[src/include/fetch_macros.svh]
`ifndef FETCH_MACROS_SVH
`define FETCH_MACROS_SVH

// first fetch address after reset, must stay 4-aligned
`define RESET_PC 32'h1eceb000

// entries in each fetch queue, power of two
`define IQ_DEPTH 16

// 64-bit beats that make up one 256-bit line
`define BURST_BEATS 4

`endif

[src/hdl/fetch_pkg.sv]
`default_nettype none

package fetch_pkg;

    // byte address, fetch addresses are always 4-aligned
    typedef logic [31:0] addr_t;

    // raw RV32I instruction word
    typedef logic [31:0] inst_t;

endpackage : fetch_pkg

`default_nettype wire

[src/hdl/mem_pkg.sv]
`default_nettype none

package mem_pkg;

    // one beat on the burst read bus
    typedef logic [63:0] beat_t;

    // word k sits at bits 32k upward
    // the low word of each beat is the lower address
    typedef logic [255:0] line_t;

    // address bits above the 5 byte-offset bits
    typedef logic [26:0] tag_t;

endpackage : mem_pkg

`default_nettype wire

[src/hdl/cacheline_adapter.sv]
`timescale 1ns/1ps
`default_nettype none

`include "fetch_macros.svh"

module cacheline_adapter (
    input  logic             clk,
    input  logic             rst,
    input  mem_pkg::beat_t   bmem_rdata_i,
    input  logic             bmem_rvalid_i,
    output mem_pkg::line_t   line_o,
    output logic             line_valid_o
);

    localparam int CNT_W  = $clog2(`BURST_BEATS);
    localparam int BEAT_W = $bits(mem_pkg::beat_t);
    localparam int LINE_W = $bits(mem_pkg::line_t);

    logic [CNT_W-1:0] count_q;
    mem_pkg::line_t   line_q;
    logic             valid_q;
    logic             last_beat;

    assign last_beat = bmem_rvalid_i && (count_q == CNT_W'(`BURST_BEATS - 1));

    always_ff @(posedge clk) begin
        if (rst) begin
            count_q <= '0;
            valid_q <= 1'b0;
        end else begin
            valid_q <= last_beat; // line complete one cycle after the last beat
            if (last_beat) begin
                count_q <= '0;
            end else if (bmem_rvalid_i) begin
                count_q <= count_q + CNT_W'(1);
            end
        end
    end

    // beats enter at the top, so the first beat ends up in the low bits
    always_ff @(posedge clk) begin
        if (bmem_rvalid_i) begin
            line_q <= {bmem_rdata_i, line_q[LINE_W-1:BEAT_W]};
        end
    end

    assign line_o       = line_q;
    assign line_valid_o = valid_q;

endmodule : cacheline_adapter

`default_nettype wire

[src/hdl/fetch_ctrl.sv]
`timescale 1ns/1ps
`default_nettype none

`include "fetch_macros.svh"

module fetch_ctrl (
    input  logic               clk,
    input  logic               rst,
    input  logic               q_full_i,
    input  logic               resp_i,
    input  logic               redirect_i,
    input  fetch_pkg::addr_t   redirect_pc_i,
    output logic               req_o,
    output fetch_pkg::addr_t   pc_o,
    output logic               enq_o,
    output fetch_pkg::addr_t   enq_pc_o,
    output logic               flush_o
);

    fetch_pkg::addr_t pc_q;
    fetch_pkg::addr_t req_pc_q;   // pc of the outstanding request
    logic             pending_q;
    logic             stale_q;    // outstanding request predates a redirect
    logic             issue;

    // one request in flight at most, so a full queue never overflows
    assign issue = !rst && !pending_q && !redirect_i && !q_full_i;

    always_ff @(posedge clk) begin
        if (rst) begin
            pc_q      <= `RESET_PC;
            pending_q <= 1'b0;
            stale_q   <= 1'b0;
        end else begin
            if (issue) begin
                pending_q <= 1'b1;
            end else if (resp_i) begin
                pending_q <= 1'b0;
            end
            if (resp_i) stale_q <= 1'b0;

            if (redirect_i) begin
                pc_q <= redirect_pc_i;
                if (pending_q && !resp_i) begin
                    stale_q <= 1'b1; // fill still completes, its word is dropped
                end
            end else if (resp_i && !stale_q) begin
                pc_q <= pc_q + 32'd4;
            end
        end
    end

    always_ff @(posedge clk) begin
        if (issue) req_pc_q <= pc_q;
    end

    assign req_o    = issue;
    assign pc_o     = pc_q;
    assign enq_o    = resp_i && !stale_q && !redirect_i;
    assign enq_pc_o = req_pc_q;
    assign flush_o  = redirect_i;

endmodule : fetch_ctrl

`default_nettype wire

[src/hdl/fetch_frontend.sv]
`timescale 1ns/1ps
`default_nettype none

module fetch_frontend (
    input  logic               clk,
    input  logic               rst,

    output fetch_pkg::addr_t   bmem_addr_o,
    output logic               bmem_read_o,
    input  logic               bmem_ready_i,
    input  mem_pkg::beat_t     bmem_rdata_i,
    input  logic               bmem_rvalid_i,

    input  logic               redirect_i,
    input  fetch_pkg::addr_t   redirect_pc_i,

    input  logic               deq_i,
    output fetch_pkg::inst_t   inst_o,
    output fetch_pkg::addr_t   inst_pc_o,
    output logic               empty_o
);

    logic               req;
    fetch_pkg::addr_t   pc;
    logic               resp;
    fetch_pkg::inst_t   rdata;
    logic               enq;
    fetch_pkg::addr_t   enq_pc;
    logic               flush;
    logic               q_full;
    logic               line_valid;
    mem_pkg::line_t     line;

    fetch_ctrl fetch_ctrl_i (
        .clk           (clk),
        .rst           (rst),
        .q_full_i      (q_full),
        .resp_i        (resp),
        .redirect_i    (redirect_i),
        .redirect_pc_i (redirect_pc_i),
        .req_o         (req),
        .pc_o          (pc),
        .enq_o         (enq),
        .enq_pc_o      (enq_pc),
        .flush_o       (flush)
    );

    line_buffer line_buffer_i (
        .clk          (clk),
        .rst          (rst),
        .req_i        (req),
        .addr_i       (pc),
        .resp_o       (resp),
        .rdata_o      (rdata),
        .bmem_addr_o  (bmem_addr_o),
        .bmem_read_o  (bmem_read_o),
        .bmem_ready_i (bmem_ready_i),
        .line_valid_i (line_valid),
        .line_i       (line)
    );

    cacheline_adapter cacheline_adapter_i (
        .clk           (clk),
        .rst           (rst),
        .bmem_rdata_i  (bmem_rdata_i),
        .bmem_rvalid_i (bmem_rvalid_i),
        .line_o        (line),
        .line_valid_o  (line_valid)
    );

    fetch_queue #(.payload_t(fetch_pkg::inst_t)) inst_q (
        .clk     (clk),
        .rst     (rst),
        .flush_i (flush),
        .enq_i   (enq),
        .wdata_i (rdata),
        .deq_i   (deq_i),
        .rdata_o (inst_o),
        .full_o  (q_full),
        .empty_o (empty_o)
    );

    // moves in lockstep with inst_q, flags not needed
    fetch_queue #(.payload_t(fetch_pkg::addr_t)) pc_q (
        .clk     (clk),
        .rst     (rst),
        .flush_i (flush),
        .enq_i   (enq),
        .wdata_i (enq_pc),
        .deq_i   (deq_i),
        .rdata_o (inst_pc_o),
        .full_o  (),
        .empty_o ()
    );

endmodule : fetch_frontend

`default_nettype wire

[src/hdl/fetch_queue.sv]
`timescale 1ns/1ps
`default_nettype none

`include "fetch_macros.svh"

module fetch_queue #(
    parameter type payload_t = logic [31:0]
) (
    input  logic       clk,
    input  logic       rst,
    input  logic       flush_i,
    input  logic       enq_i,
    input  payload_t   wdata_i,
    input  logic       deq_i,
    output payload_t   rdata_o,
    output logic       full_o,
    output logic       empty_o
);

    localparam int DEPTH = `IQ_DEPTH;
    localparam int PTR_W = $clog2(DEPTH);

    payload_t         mem_q [DEPTH];
    logic [PTR_W-1:0] head_q;
    logic [PTR_W-1:0] tail_q;
    logic [PTR_W:0]   count_q;
    logic             do_enq;
    logic             do_deq;

    assign full_o  = (count_q == (PTR_W+1)'(DEPTH));
    assign empty_o = (count_q == '0);
    assign do_enq  = enq_i && !full_o;
    assign do_deq  = deq_i && !empty_o; // deq on empty is dropped

    always_ff @(posedge clk) begin
        if (rst || flush_i) begin
            head_q  <= '0;
            tail_q  <= '0;
            count_q <= '0;
        end else begin
            if (do_enq) tail_q <= tail_q + PTR_W'(1);
            if (do_deq) head_q <= head_q + PTR_W'(1);
            case ({do_enq, do_deq})
                2'b10:   count_q <= count_q + (PTR_W+1)'(1);
                2'b01:   count_q <= count_q - (PTR_W+1)'(1);
                default: count_q <= count_q;
            endcase
        end
    end

    always_ff @(posedge clk) begin
        if (do_enq && !flush_i) begin
            mem_q[tail_q] <= wdata_i;
        end
    end

    assign rdata_o = mem_q[head_q]; // show-ahead

endmodule : fetch_queue

`default_nettype wire

[src/hdl/line_buffer.sv]
`timescale 1ns/1ps
`default_nettype none

module line_buffer (
    input  logic               clk,
    input  logic               rst,
    input  logic               req_i,
    input  fetch_pkg::addr_t   addr_i,
    output logic               resp_o,
    output fetch_pkg::inst_t   rdata_o,
    output fetch_pkg::addr_t   bmem_addr_o,
    output logic               bmem_read_o,
    input  logic               bmem_ready_i,
    input  logic               line_valid_i,
    input  mem_pkg::line_t     line_i
);

    logic               valid_q;
    mem_pkg::tag_t      tag_q;
    mem_pkg::line_t     line_q;
    logic               miss_q;   // waiting on a fill
    logic               sent_q;   // read already accepted for this miss
    fetch_pkg::addr_t   addr_q;
    logic               resp_q;
    fetch_pkg::inst_t   rdata_q;
    logic               hit;

    function automatic fetch_pkg::inst_t word_sel(input mem_pkg::line_t line,
                                                  input logic [2:0] idx);
        return line[idx*32 +: 32];
    endfunction

    assign hit = valid_q && (tag_q == addr_i[31:5]);

    always_ff @(posedge clk) begin
        if (rst) begin
            valid_q <= 1'b0;
            miss_q  <= 1'b0;
            sent_q  <= 1'b0;
            resp_q  <= 1'b0;
        end else begin
            resp_q <= 1'b0;
            if (req_i && hit) begin
                resp_q <= 1'b1;
            end else if (req_i) begin
                miss_q <= 1'b1;
                sent_q <= 1'b0;
            end
            if (bmem_read_o) sent_q <= 1'b1;
            if (miss_q && line_valid_i) begin
                valid_q <= 1'b1;
                miss_q  <= 1'b0;
                resp_q  <= 1'b1; // answer the cycle after the fill lands
            end
        end
    end

    always_ff @(posedge clk) begin
        if (req_i && hit) begin
            rdata_q <= word_sel(line_q, addr_i[4:2]);
        end else if (req_i) begin
            addr_q <= addr_i;
        end
        if (miss_q && line_valid_i) begin
            line_q  <= line_i;
            tag_q   <= addr_q[31:5];
            rdata_q <= word_sel(line_i, addr_q[4:2]);
        end
    end

    assign bmem_read_o = miss_q && !sent_q && bmem_ready_i;
    assign bmem_addr_o = {addr_q[31:5], 5'b0};
    assign resp_o      = resp_q;
    assign rdata_o     = rdata_q;

endmodule : line_buffer

`default_nettype wire

[config.mk]
export PLATFORM = sky130hd
export DESIGN_NAME = fetch_frontend
export DESIGN_NICKNAME = d
export VERILOG_FILES = /design/src/hdl/fetch_pkg.sv /design/src/hdl/mem_pkg.sv /design/src/hdl/cacheline_adapter.sv /design/src/hdl/fetch_ctrl.sv /design/src/hdl/fetch_frontend.sv /design/src/hdl/fetch_queue.sv /design/src/hdl/line_buffer.sv
export VERILOG_INCLUDE_DIRS = /design/src /design/src/include
export SDC_FILE = /design/constraint.sdc
export NUM_CORES = 1
export LEC_CHECK = 0
export ABC_CLOCK_PERIOD_IN_PS = 11700
export BUFFER_PORTS_ARGS = -buffer_cell sky130_fd_sc_hd__buf_2
export CAP_MARGIN = 20
export CORE_ASPECT_RATIO = 1.2
export CORE_MARGIN = 2
export CORE_UTILIZATION = 52
export DETAILED_ROUTE_END_ITERATION = 8
export PLACE_DENSITY_LB_ADDON = 0.08
export SETUP_SLACK_MARGIN = 0.4
export SLEW_MARGIN = 30
export SYNTH_ARGS = -nofsm -noshare
export SYNTH_HDL_FRONTEND = slang
export SYNTH_HIERARCHICAL = 1
export SYNTH_SLANG_ARGS = --single-unit
[constraint.sdc]
create_clock -name clk -period 11.7 [get_ports clk]
set_input_delay 0 -clock clk [delete_from_list [all_inputs] [get_ports clk]]
set_output_delay 0 -clock clk [all_outputs]
set_load 0.1 [all_outputs]
* Word level (Yosys, flattened, before mapping)
Memory sizes are Yosys's and may differ from the RTL's. A register that Yosys moved wholly into a read port is not among the register bits.
Cells that the tools add are included.
** Storage, ports and cells
- Register bits after elaboration :: 702
- Memory bits (writable) :: 1024
- Input port bits :: 102
- Output and inout port bits :: 98
- Word-level logic and storage cells :: 110
- Memories :: 2
** Operators by class
- Add/subtract/negate cells :: 10
- Equality and inequality tests :: 9
- Shifts and indexed selects :: 2
- Muxes and demuxes :: 24
- Bitwise gates (word level) :: 1
- Reduce and logical (&&, ||, !) cells :: 41
** Memories
- inst_q.mem_q :: depth 16, width 32, rd ports 1, clocked after Yosys merged registers in 1, write ports 1, RTL line fetch_queue.sv:23 : payload_t mem_q [DEPTH];
- pc_q.mem_q :: depth 16, width 32, rd ports 1, clocked after Yosys merged registers in 1, write ports 1, RTL line fetch_queue.sv:23
** Operator list (number)
- $shiftx A256 B9 Y32 :: 2
- $mux W32 :: 4
- $add A32 B3 Y32 const B :: 1
- $eq A27 B27 Y1 :: 1
- $pmux W5 S2 :: 2
- $logic_and A1 B1 Y1 :: 18
- $add A4 B1 Y4 const B :: 4
- $mux W4 :: 4
- $mux W1 :: 14
- $reduce_bool A2 Y1 :: 6
- $add A5 B1 Y5 const B :: 2
- $eq A5 B5 Y1 const B :: 2
- $logic_not A1 Y1 :: 10
- $logic_not A5 Y1 :: 2
- $sub A5 B1 Y5 const B :: 2
- $eq A2 B2 Y1 const B :: 3
- $eq A2 B1 Y1 const B :: 2
- $reduce_and A2 Y1 :: 2
- $reduce_or A2 Y1 :: 2
- $add A2 B1 Y2 const B :: 1
- $ne A2 B2 Y1 const B :: 1
- $logic_or A1 B1 Y1 :: 1
- $not A1 Y1 :: 1

* Logic depth before layout (Yosys ltp)
Gate-level depths: netlist of the first run.
- Depth after elaboration :: 7
- Mapped depth :: 12
- Mapped depth without buffers :: 11

* Modules after synthesis
Netlist of the first run, hierarchy kept.
** By module, submodules not included
- fetch_queue (inst_q) :: instances 1, cells an instance 902, area each 20066.7 um^2, seq. area each 15715.1 um^2
- fetch_queue (pc_q) :: instances 1, cells an instance 901, area each 20035.5 um^2, seq. area each 15715.1 um^2
- line_buffer :: instances 1, cells an instance 741, area each 15140.8 um^2, seq. area each 10440.0 um^2
- cacheline_adapter :: instances 1, cells an instance 267, area each 7807.5 um^2, seq. area each 7747.4 um^2
- fetch_ctrl :: instances 1, cells an instance 253, area each 2830.2 um^2, seq. area each 1641.6 um^2

* Worst setup path before layout of the first run
No wires, ideal clock.
- Kind :: reg2reg
- Start :: reg inst_q.count_q[0]
- End :: reg line_buffer_i.rdata_q[0] (netlist: line_buffer_i/rdata_o[0]), enable pin
- Library setup time :: 465 ps
- Arrival time :: 6822 ps
- Path slack :: 4413 ps
- Stages on the path, launching flop included :: 7
- Path buffers :: 1
- Cell sequence :: dfxtp_1 > or4_1 > clkbuf_4 > nor2_1 > nor4_1 > nand4_1 > o21ai_0
** Between the ends
- Word-level cells in the longest chain between the ends :: 5
** Ends and longest elaborated chain
- start: declaration :: RTL line fetch_queue.sv:26 : logic [PTR_W:0] count_q;
- start signal: assignment :: RTL line fetch_queue.sv:44 : 2'b10: count_q <= count_q + (PTR_W+1)'(1);
- start signal: assignment :: RTL line fetch_queue.sv:45 : 2'b01: count_q <= count_q - (PTR_W+1)'(1);
- start signal: assignment :: RTL line fetch_queue.sv:46 : default: count_q <= count_q;
- $eq A5 B5 Y1 :: RTL line fetch_queue.sv:30 : assign full_o = (count_q == (PTR_W+1)'(DEPTH));
- net q_full :: RTL line fetch_frontend.sv:30 : logic q_full;
- $logic_not A1 Y1 :: RTL line fetch_ctrl.sv:27 : assign issue = !rst && !pending_q && !redirect_i && !q_full_i;
- $logic_and A1 B1 Y1 :: RTL line fetch_ctrl.sv:27
- net req :: RTL line fetch_frontend.sv:23 : logic req;
- $logic_and A1 B1 Y1 :: RTL line line_buffer.sv:59 : if (req_i && hit) begin
- $reduce_bool A2 Y1 (no source line)
- end signal: assignment :: RTL line line_buffer.sv:60 : rdata_q <= word_sel(line_q, addr_i[4:2]);
- end signal: assignment :: RTL line line_buffer.sv:67 : rdata_q <= word_sel(line_i, addr_q[4:2]);
- end: declaration :: RTL line line_buffer.sv:25 : fetch_pkg::inst_t rdata_q;
The timed path passes the listed nets, and every way through them passes these cells.
A chain may end at the register's enable or synchronous reset.

==> run metrics, run 1 <==
CTS max path bufs 3; H-tree Lvls 4; core footprint 0.126 mm²; LEAKAGE 24.3 nW; die height 394 µm; Max VDD drop 142 µV; RR Startpoint line_buffer_i/resp_o; die width 329 µm; iteration count of the initial detailed-routing pass 5; Mean Syn Cell Area 21.5 µm²; Hold WC Path Type in -> reg; first-pass GRT wire length 215 mm; CP Class reg -> out; clk root buf clkbuf_16; Area Overhead vs Synth 15.8%; Tightest Pin Transition 1.01 ns; Initial Util 0.522; worst reg-to-reg setup slack 8.36 ns; post-route ant nets 0; outcome finished, final reports clean; RSZ-0062 raised after global routing false; dpl cell area 0.0689 mm²; Clock Sinks 1732; final hold viol count 0; num ports 200; WP data required 11.70 ns; Pins Over Slew Limit 0; dpl hpwl 79.6 mm; DR WL/cell 26.9 µm; largest net degree at the start of global routing 185; Clk Latency, worst-skew pair 0.81 ns; worst path cell trace buf_6 > buf_6 > mux4_2 > a22oi_1 > nand2_1 > buf_2; Final GP Congestion 0.806; Fin Clk Skew 0.0382 ns; Tcrit/Tclk final 0.361; Slew headroom 0.328; Worst Setup EP inst_pc_o[13]; CTS tree done; share of cells above drive strength 1 0.260; row count 143; yosys warns 6; fin area 0.0763 mm²; vias in the first global route 33500; Worst-path clk slew 0.06 ns; Fillers 8912; setup TNS 0 ns; Vias 31500; Post-Synthesis Cells 3062; Period minus WS final 4.22 ns; Fin Hold WS 0.0721 ns; GRT Total Usage 0.226; Worst EP arrival 4.22 ns; pwr dens 162 mW/mm²; RR Endpoint inst_q/mem_q[9][22]; port bufs 194; slowest stage cell, crit path dfxtp_4; global route overflow 0; Max Cap Violations 0; CP Launch Type register; full die area 0.130 mm²; CP Capture Type output pin; Total Power 0.0123 W; DRT iter0 DRCs 2576; final count of negative-setup-slack endpoints 0; crit-path max cell delay 0.73 ns; final core occ 0.605; via/cell ratio 5.92; Reg2Reg Depth 6; WL final 143 mm; Synth Cell Area 0.0659 mm²; Remaining DRCs 0; Final Net Count 3649; Inserted Clock Buffers 163; largest fanout on the critical path 55; maximum clock rate 237 MHz; most used cell, CP buf_6; initial antenna violation count 3; post_cts resized 0
## worst min path at each step
stage	startpoint	endpoint	slack, ns	cells past startpoint
floorplan	rst	cacheline_adapter_i/count_q[0]	0.07	1
global placement	bmem_rdata_i[39]	cacheline_adapter_i/line_o[231]	0.18	1
detailed placement	bmem_rdata_i[28]	cacheline_adapter_i/line_o[220]	0.18	1
CTS	redirect_pc_i[29]	fetch_ctrl_i/pc_o[29]	0.02	4
global route	redirect_pc_i[29]	fetch_ctrl_i/pc_o[29]	0.09	4
finish	redirect_pc_i[29]	fetch_ctrl_i/pc_o[29]	0.07	4
## power by group
part | switching, W | internal (W) | total [W]
clock | 0.00224 | 0.00284 | 0.00508
combinational | 0.000154 | 0.000151 | 0.000305
sequential | 0.0000965 | 0.00685 | 0.00695
total | 0.00249 | 0.00984 | 0.0123
## sequential cells by signal (all words and copies together) (netlist names), 2 cells and up, named ones only
name / cells
inst_q/tail_q: 4
line_buffer_i/tag_q: 27
inst_q/head_q: 4
cacheline_adapter_i/line_o: 256
pc_q/count_q: 5
line_buffer_i/rdata_o: 32
pc_q/tail_q: 4
pc_q/head_q: 4
inst_q/mem_q: 512
pc_q/mem_q: 512
fetch_ctrl_i/enq_pc_o: 32
line_buffer_i/addr_q: 30
inst_q/count_q: 5
cacheline_adapter_i/count_q: 2
line_buffer_i/line_q: 256
fetch_ctrl_i/pc_o: 32
## routing by layer
layer,vias to the layer above,GRT usage,wire length (µm),share of wire
met4,2,0.0569,2910,0.020
met2,824,0.376,72700,0.51
li1,13600,-,-,-
met5,-,0,16,0.00011
met3,205,0.0337,6790,0.047
met1,16900,0.316,61100,0.43
## critical path: cells and delay by family, from the launching register on
kind | cells | cell delay (ns)
buffers and inverters | 3 | 1.63
flip-flops | 1 | 0.73
multiplexers | 1 | 0.59
AO/OA/AOI/OAI | 1 | 0.21
AND/OR/NAND/NOR | 1 | 0.13
## layout make-up
cell class              count  area, µm²  area share
multi-input cells        1123      13900       0.182
repair buffers            483       3820      0.0500
clock buffers             199       4290      0.0562
well taps                1667       2090      0.0273
clock inverters            98        863      0.0113
inverters                  22       95.1     0.00125
diodes                      4       10.0    0.000131
flip-flops and latches   1732      51300       0.672
## timing repair
item,in CTS,in global routing
buffers inserted,0,0
hold buffers,218,0
hold endpoints to repair,238,0
## stage by stage
stage               setup WS (ns)  std cells
detailed placement           7.85       4806
finish                       7.48       5328
floorplan                    4.41       3066
global route                 7.06       5324
global placement             7.61       4804
CTS                          6.97       5321
## layout by cell type, fill, tap and decap left out, types with 18 or more instances in the layout
cell	n
xnor2_1	25
a21oi_1	59
dfxtp_1	68
clkinv_2	32
clkbuf_16	164
ha_1	20
nand4_1	18
mux4_2	384
inv_1	19
clkbuf_1	30
edfxtp_1	1657
xor2_1	37
nor2_1	75
a22oi_1	128
clkinv_1	38
nor2_4	27
a211oi_1	35
mux2i_1	48
buf_4	59
dlygate4sd3_1	218
buf_2	193
nor2b_1	32
nand2_1	96
Power figures use the tool's default switching activity.
==> run 2: changes to the inputs <==
- ABC_AREA: unset -> 1
- ABC_CLOCK_PERIOD_IN_PS: 11700 -> 3410
- clock period: 11.7 -> 3.41 ns (I/O delays scaled with it)
==> run metrics, run 2 <==
worst slack at placement 0.761 ns (-7.09 ns); Clock Sinks 1732 (unchanged); met2 Use GR 0.396 (+0.0200); met3 global-route usage 0.0314 (-0.00228); first-pass GRT wire length 268 mm (+25%); Worst-path clk slew 0.06 ns (about the same); Total Power 0.0429 W (+250%); dpl hpwl 98.9 mm (+24%); H-tree Lvls 4 (unchanged); Multi-input gate area 0.0161 mm² (+16%); CP Capture Type output pin; crit-path max cell delay 0.47 ns (-0.26 ns); die height 415 µm (+5.3%); Max VDD drop 391 µV (+180%); pwr dens 515 mW/mm² (+220%); biggest regs inst_q/mem_q: 512 flops, pc_q/mem_q: 512 flops; Reg area 0.0513 mm² (about the same); most frequent cells in the layout edfxtp_1, nand2_1, inv_1; DRT iter0 DRCs 4078 (+58%); commonest non-fill, non-tap cell in the layout edfxtp_1; initial antenna violation count 5 (+2); port bufs 194 (unchanged); Max Cap Violations 0 (unchanged); full die area 0.144 mm² (+11%); GRT Total Usage 0.244 (+0.0183); DR WL/cell 20.1 µm (-25%); most crowded layer after global routing met2; LEAKAGE 33.0 nW (+36%); Clk Latency, worst-skew pair 0.80 ns (about the same); Post-Synthesis Cells 6442 (+110%); Vias 46600 (+48%); global route overflow 0 (unchanged); Pins Over Slew Limit 0 (unchanged); WL final 176 mm (+23%); Period minus WS final 2.89 ns; setup TNS 0 ns (unchanged); row count 150 (+4.9%); outcome finished, final reports clean; met1 Use GR 0.346 (+0.0304); die width 346 µm (+5.2%); CTS max path bufs 3 (unchanged); Inserted Clock Buffers 167 (+2.5%); CTS tree done; Remaining DRCs 0 (unchanged); WP data required 3.41 ns (-8.29 ns); vias in the first global route 45100 (+35%); largest fanout on the critical path 94 (+71%); Finished Layout Cells 8757 (+64%); maximum clock rate 346 MHz; Mean Syn Cell Area 11.3 µm² (-47%); Tightest Pin Transition 1.02 ns (+0.0140 ns); clk root buf clkbuf_16; Final GP Congestion 0.833 (+3.4%); Final WS setup 0.518 ns (-6.96 ns); Hold WC Path Type in -> reg; Fin Clk Skew 0.0148 ns (-0.0235 ns); worst path cell trace inv_4 > buf_16 > nand3_1 > nand3_1 > nand3_1 > nand2_1 > buf_2; yosys warns 6 (unchanged); Tcrit/Tclk final 0.848; share of cells above drive strength 1 0.0910 (-0.169); RSZ-0062 raised after global routing true; final hold viol count 0 (unchanged); CP Launch Type register; Fillers 11300 (+27%); most used cell, CP nand3_1; Worst EP arrival 2.89 ns (-1.33 ns); final core occ 0.597 (-0.00766); Final Net Count 6917 (+90%); slowest stage cell, crit path dfxtp_4; via/cell ratio 5.32 (-10%); cell total after placement 8238 (+71%); largest net degree at the start of global routing 146 (-21%); iteration count of the initial detailed-routing pass 5 (unchanged); final count of negative-setup-slack endpoints 0 (unchanged); num ports 200 (unchanged); Synth Cell Area 0.0731 mm² (+11%); core footprint 0.139 mm² (+11%); Area Overhead vs Synth 14.0%; Slew headroom 0.318 (-0.00932); Initial Util 0.524 (+0.00170); CP Class reg -> out; post-route ant nets 0 (unchanged)
==> run 2: metrics by stage <==
stage | hold slack [ns] | cell area [µm²]
2_1_floorplan | 0.0691 | 73100
3_3_place_gp | 0.176 | 75800
3_5_place_dp | 0.178 | 75900
4_1_cts | 0.0124 | 83200
5_1_grt | 0.105 | 83300
6_report | 0.0878 | 83300
==> run 2: critical path, delay by kind of cell, from the launching register on <==
family / cells / cell delay (ns)
flops: 1 / 0.47
simple gates: 4 / 0.53
buf+inv: 3 / 0.90
==> run 2: what timing repair did <==
item | in CTS | in global routing
hold buffers | 208 | 0
gates cloned | 0 | 1
setup endpoints to repair | 38 | 38
hold endpoints to repair | 343 | 0
gates resized for setup | 13 | 28
buffers inserted | 0 | 1
==> run 2: area by class of cell <==
| type | instances | share of cell area |
|---|---|---|
| antenna | 1 | 0.0000300 |
| clock buffer | 224 | 0.0552 |
| clock inverter | 84 | 0.00696 |
| inverter | 986 | 0.0449 |
| multi-input combinational | 3381 | 0.193 |
| sequential | 1732 | 0.616 |
| tap | 1824 | 0.0274 |
| timing repair buffer | 525 | 0.0563 |
==> run 2: where the power goes <==
part,internal [W],switching [W],leakage (nW),total (W)
sequential,0.0235,0.000344,15.7,0.0239
clock,0.00992,0.00774,2.55,0.0177
combinational,0.000492,0.000828,14.7,0.00132
==> run 2: final timing paths <==
path	slack (ns)	cells after the start	endpoint	startpoint
worst max register to register	0.77	9	pc_q/mem_q[7][0]	line_buffer_i/resp_o
worst min-delay path	0.09	6	fetch_ctrl_i/pc_o[26]	redirect_pc_i[26]
worst max-delay path	0.52	7	inst_o[16]	register
worst min register to register	0.43	0	fetch_ctrl_i/enq_pc_o[0]	fetch_ctrl_i/pc_o[0]
==> run 2: per-layer routing <==
metal,vias to the layer above,share of wire
met3,257,0.057
li1,22300,-
met4,0,0.023
met2,1390,0.47
met1,22600,0.45
met5,-,0
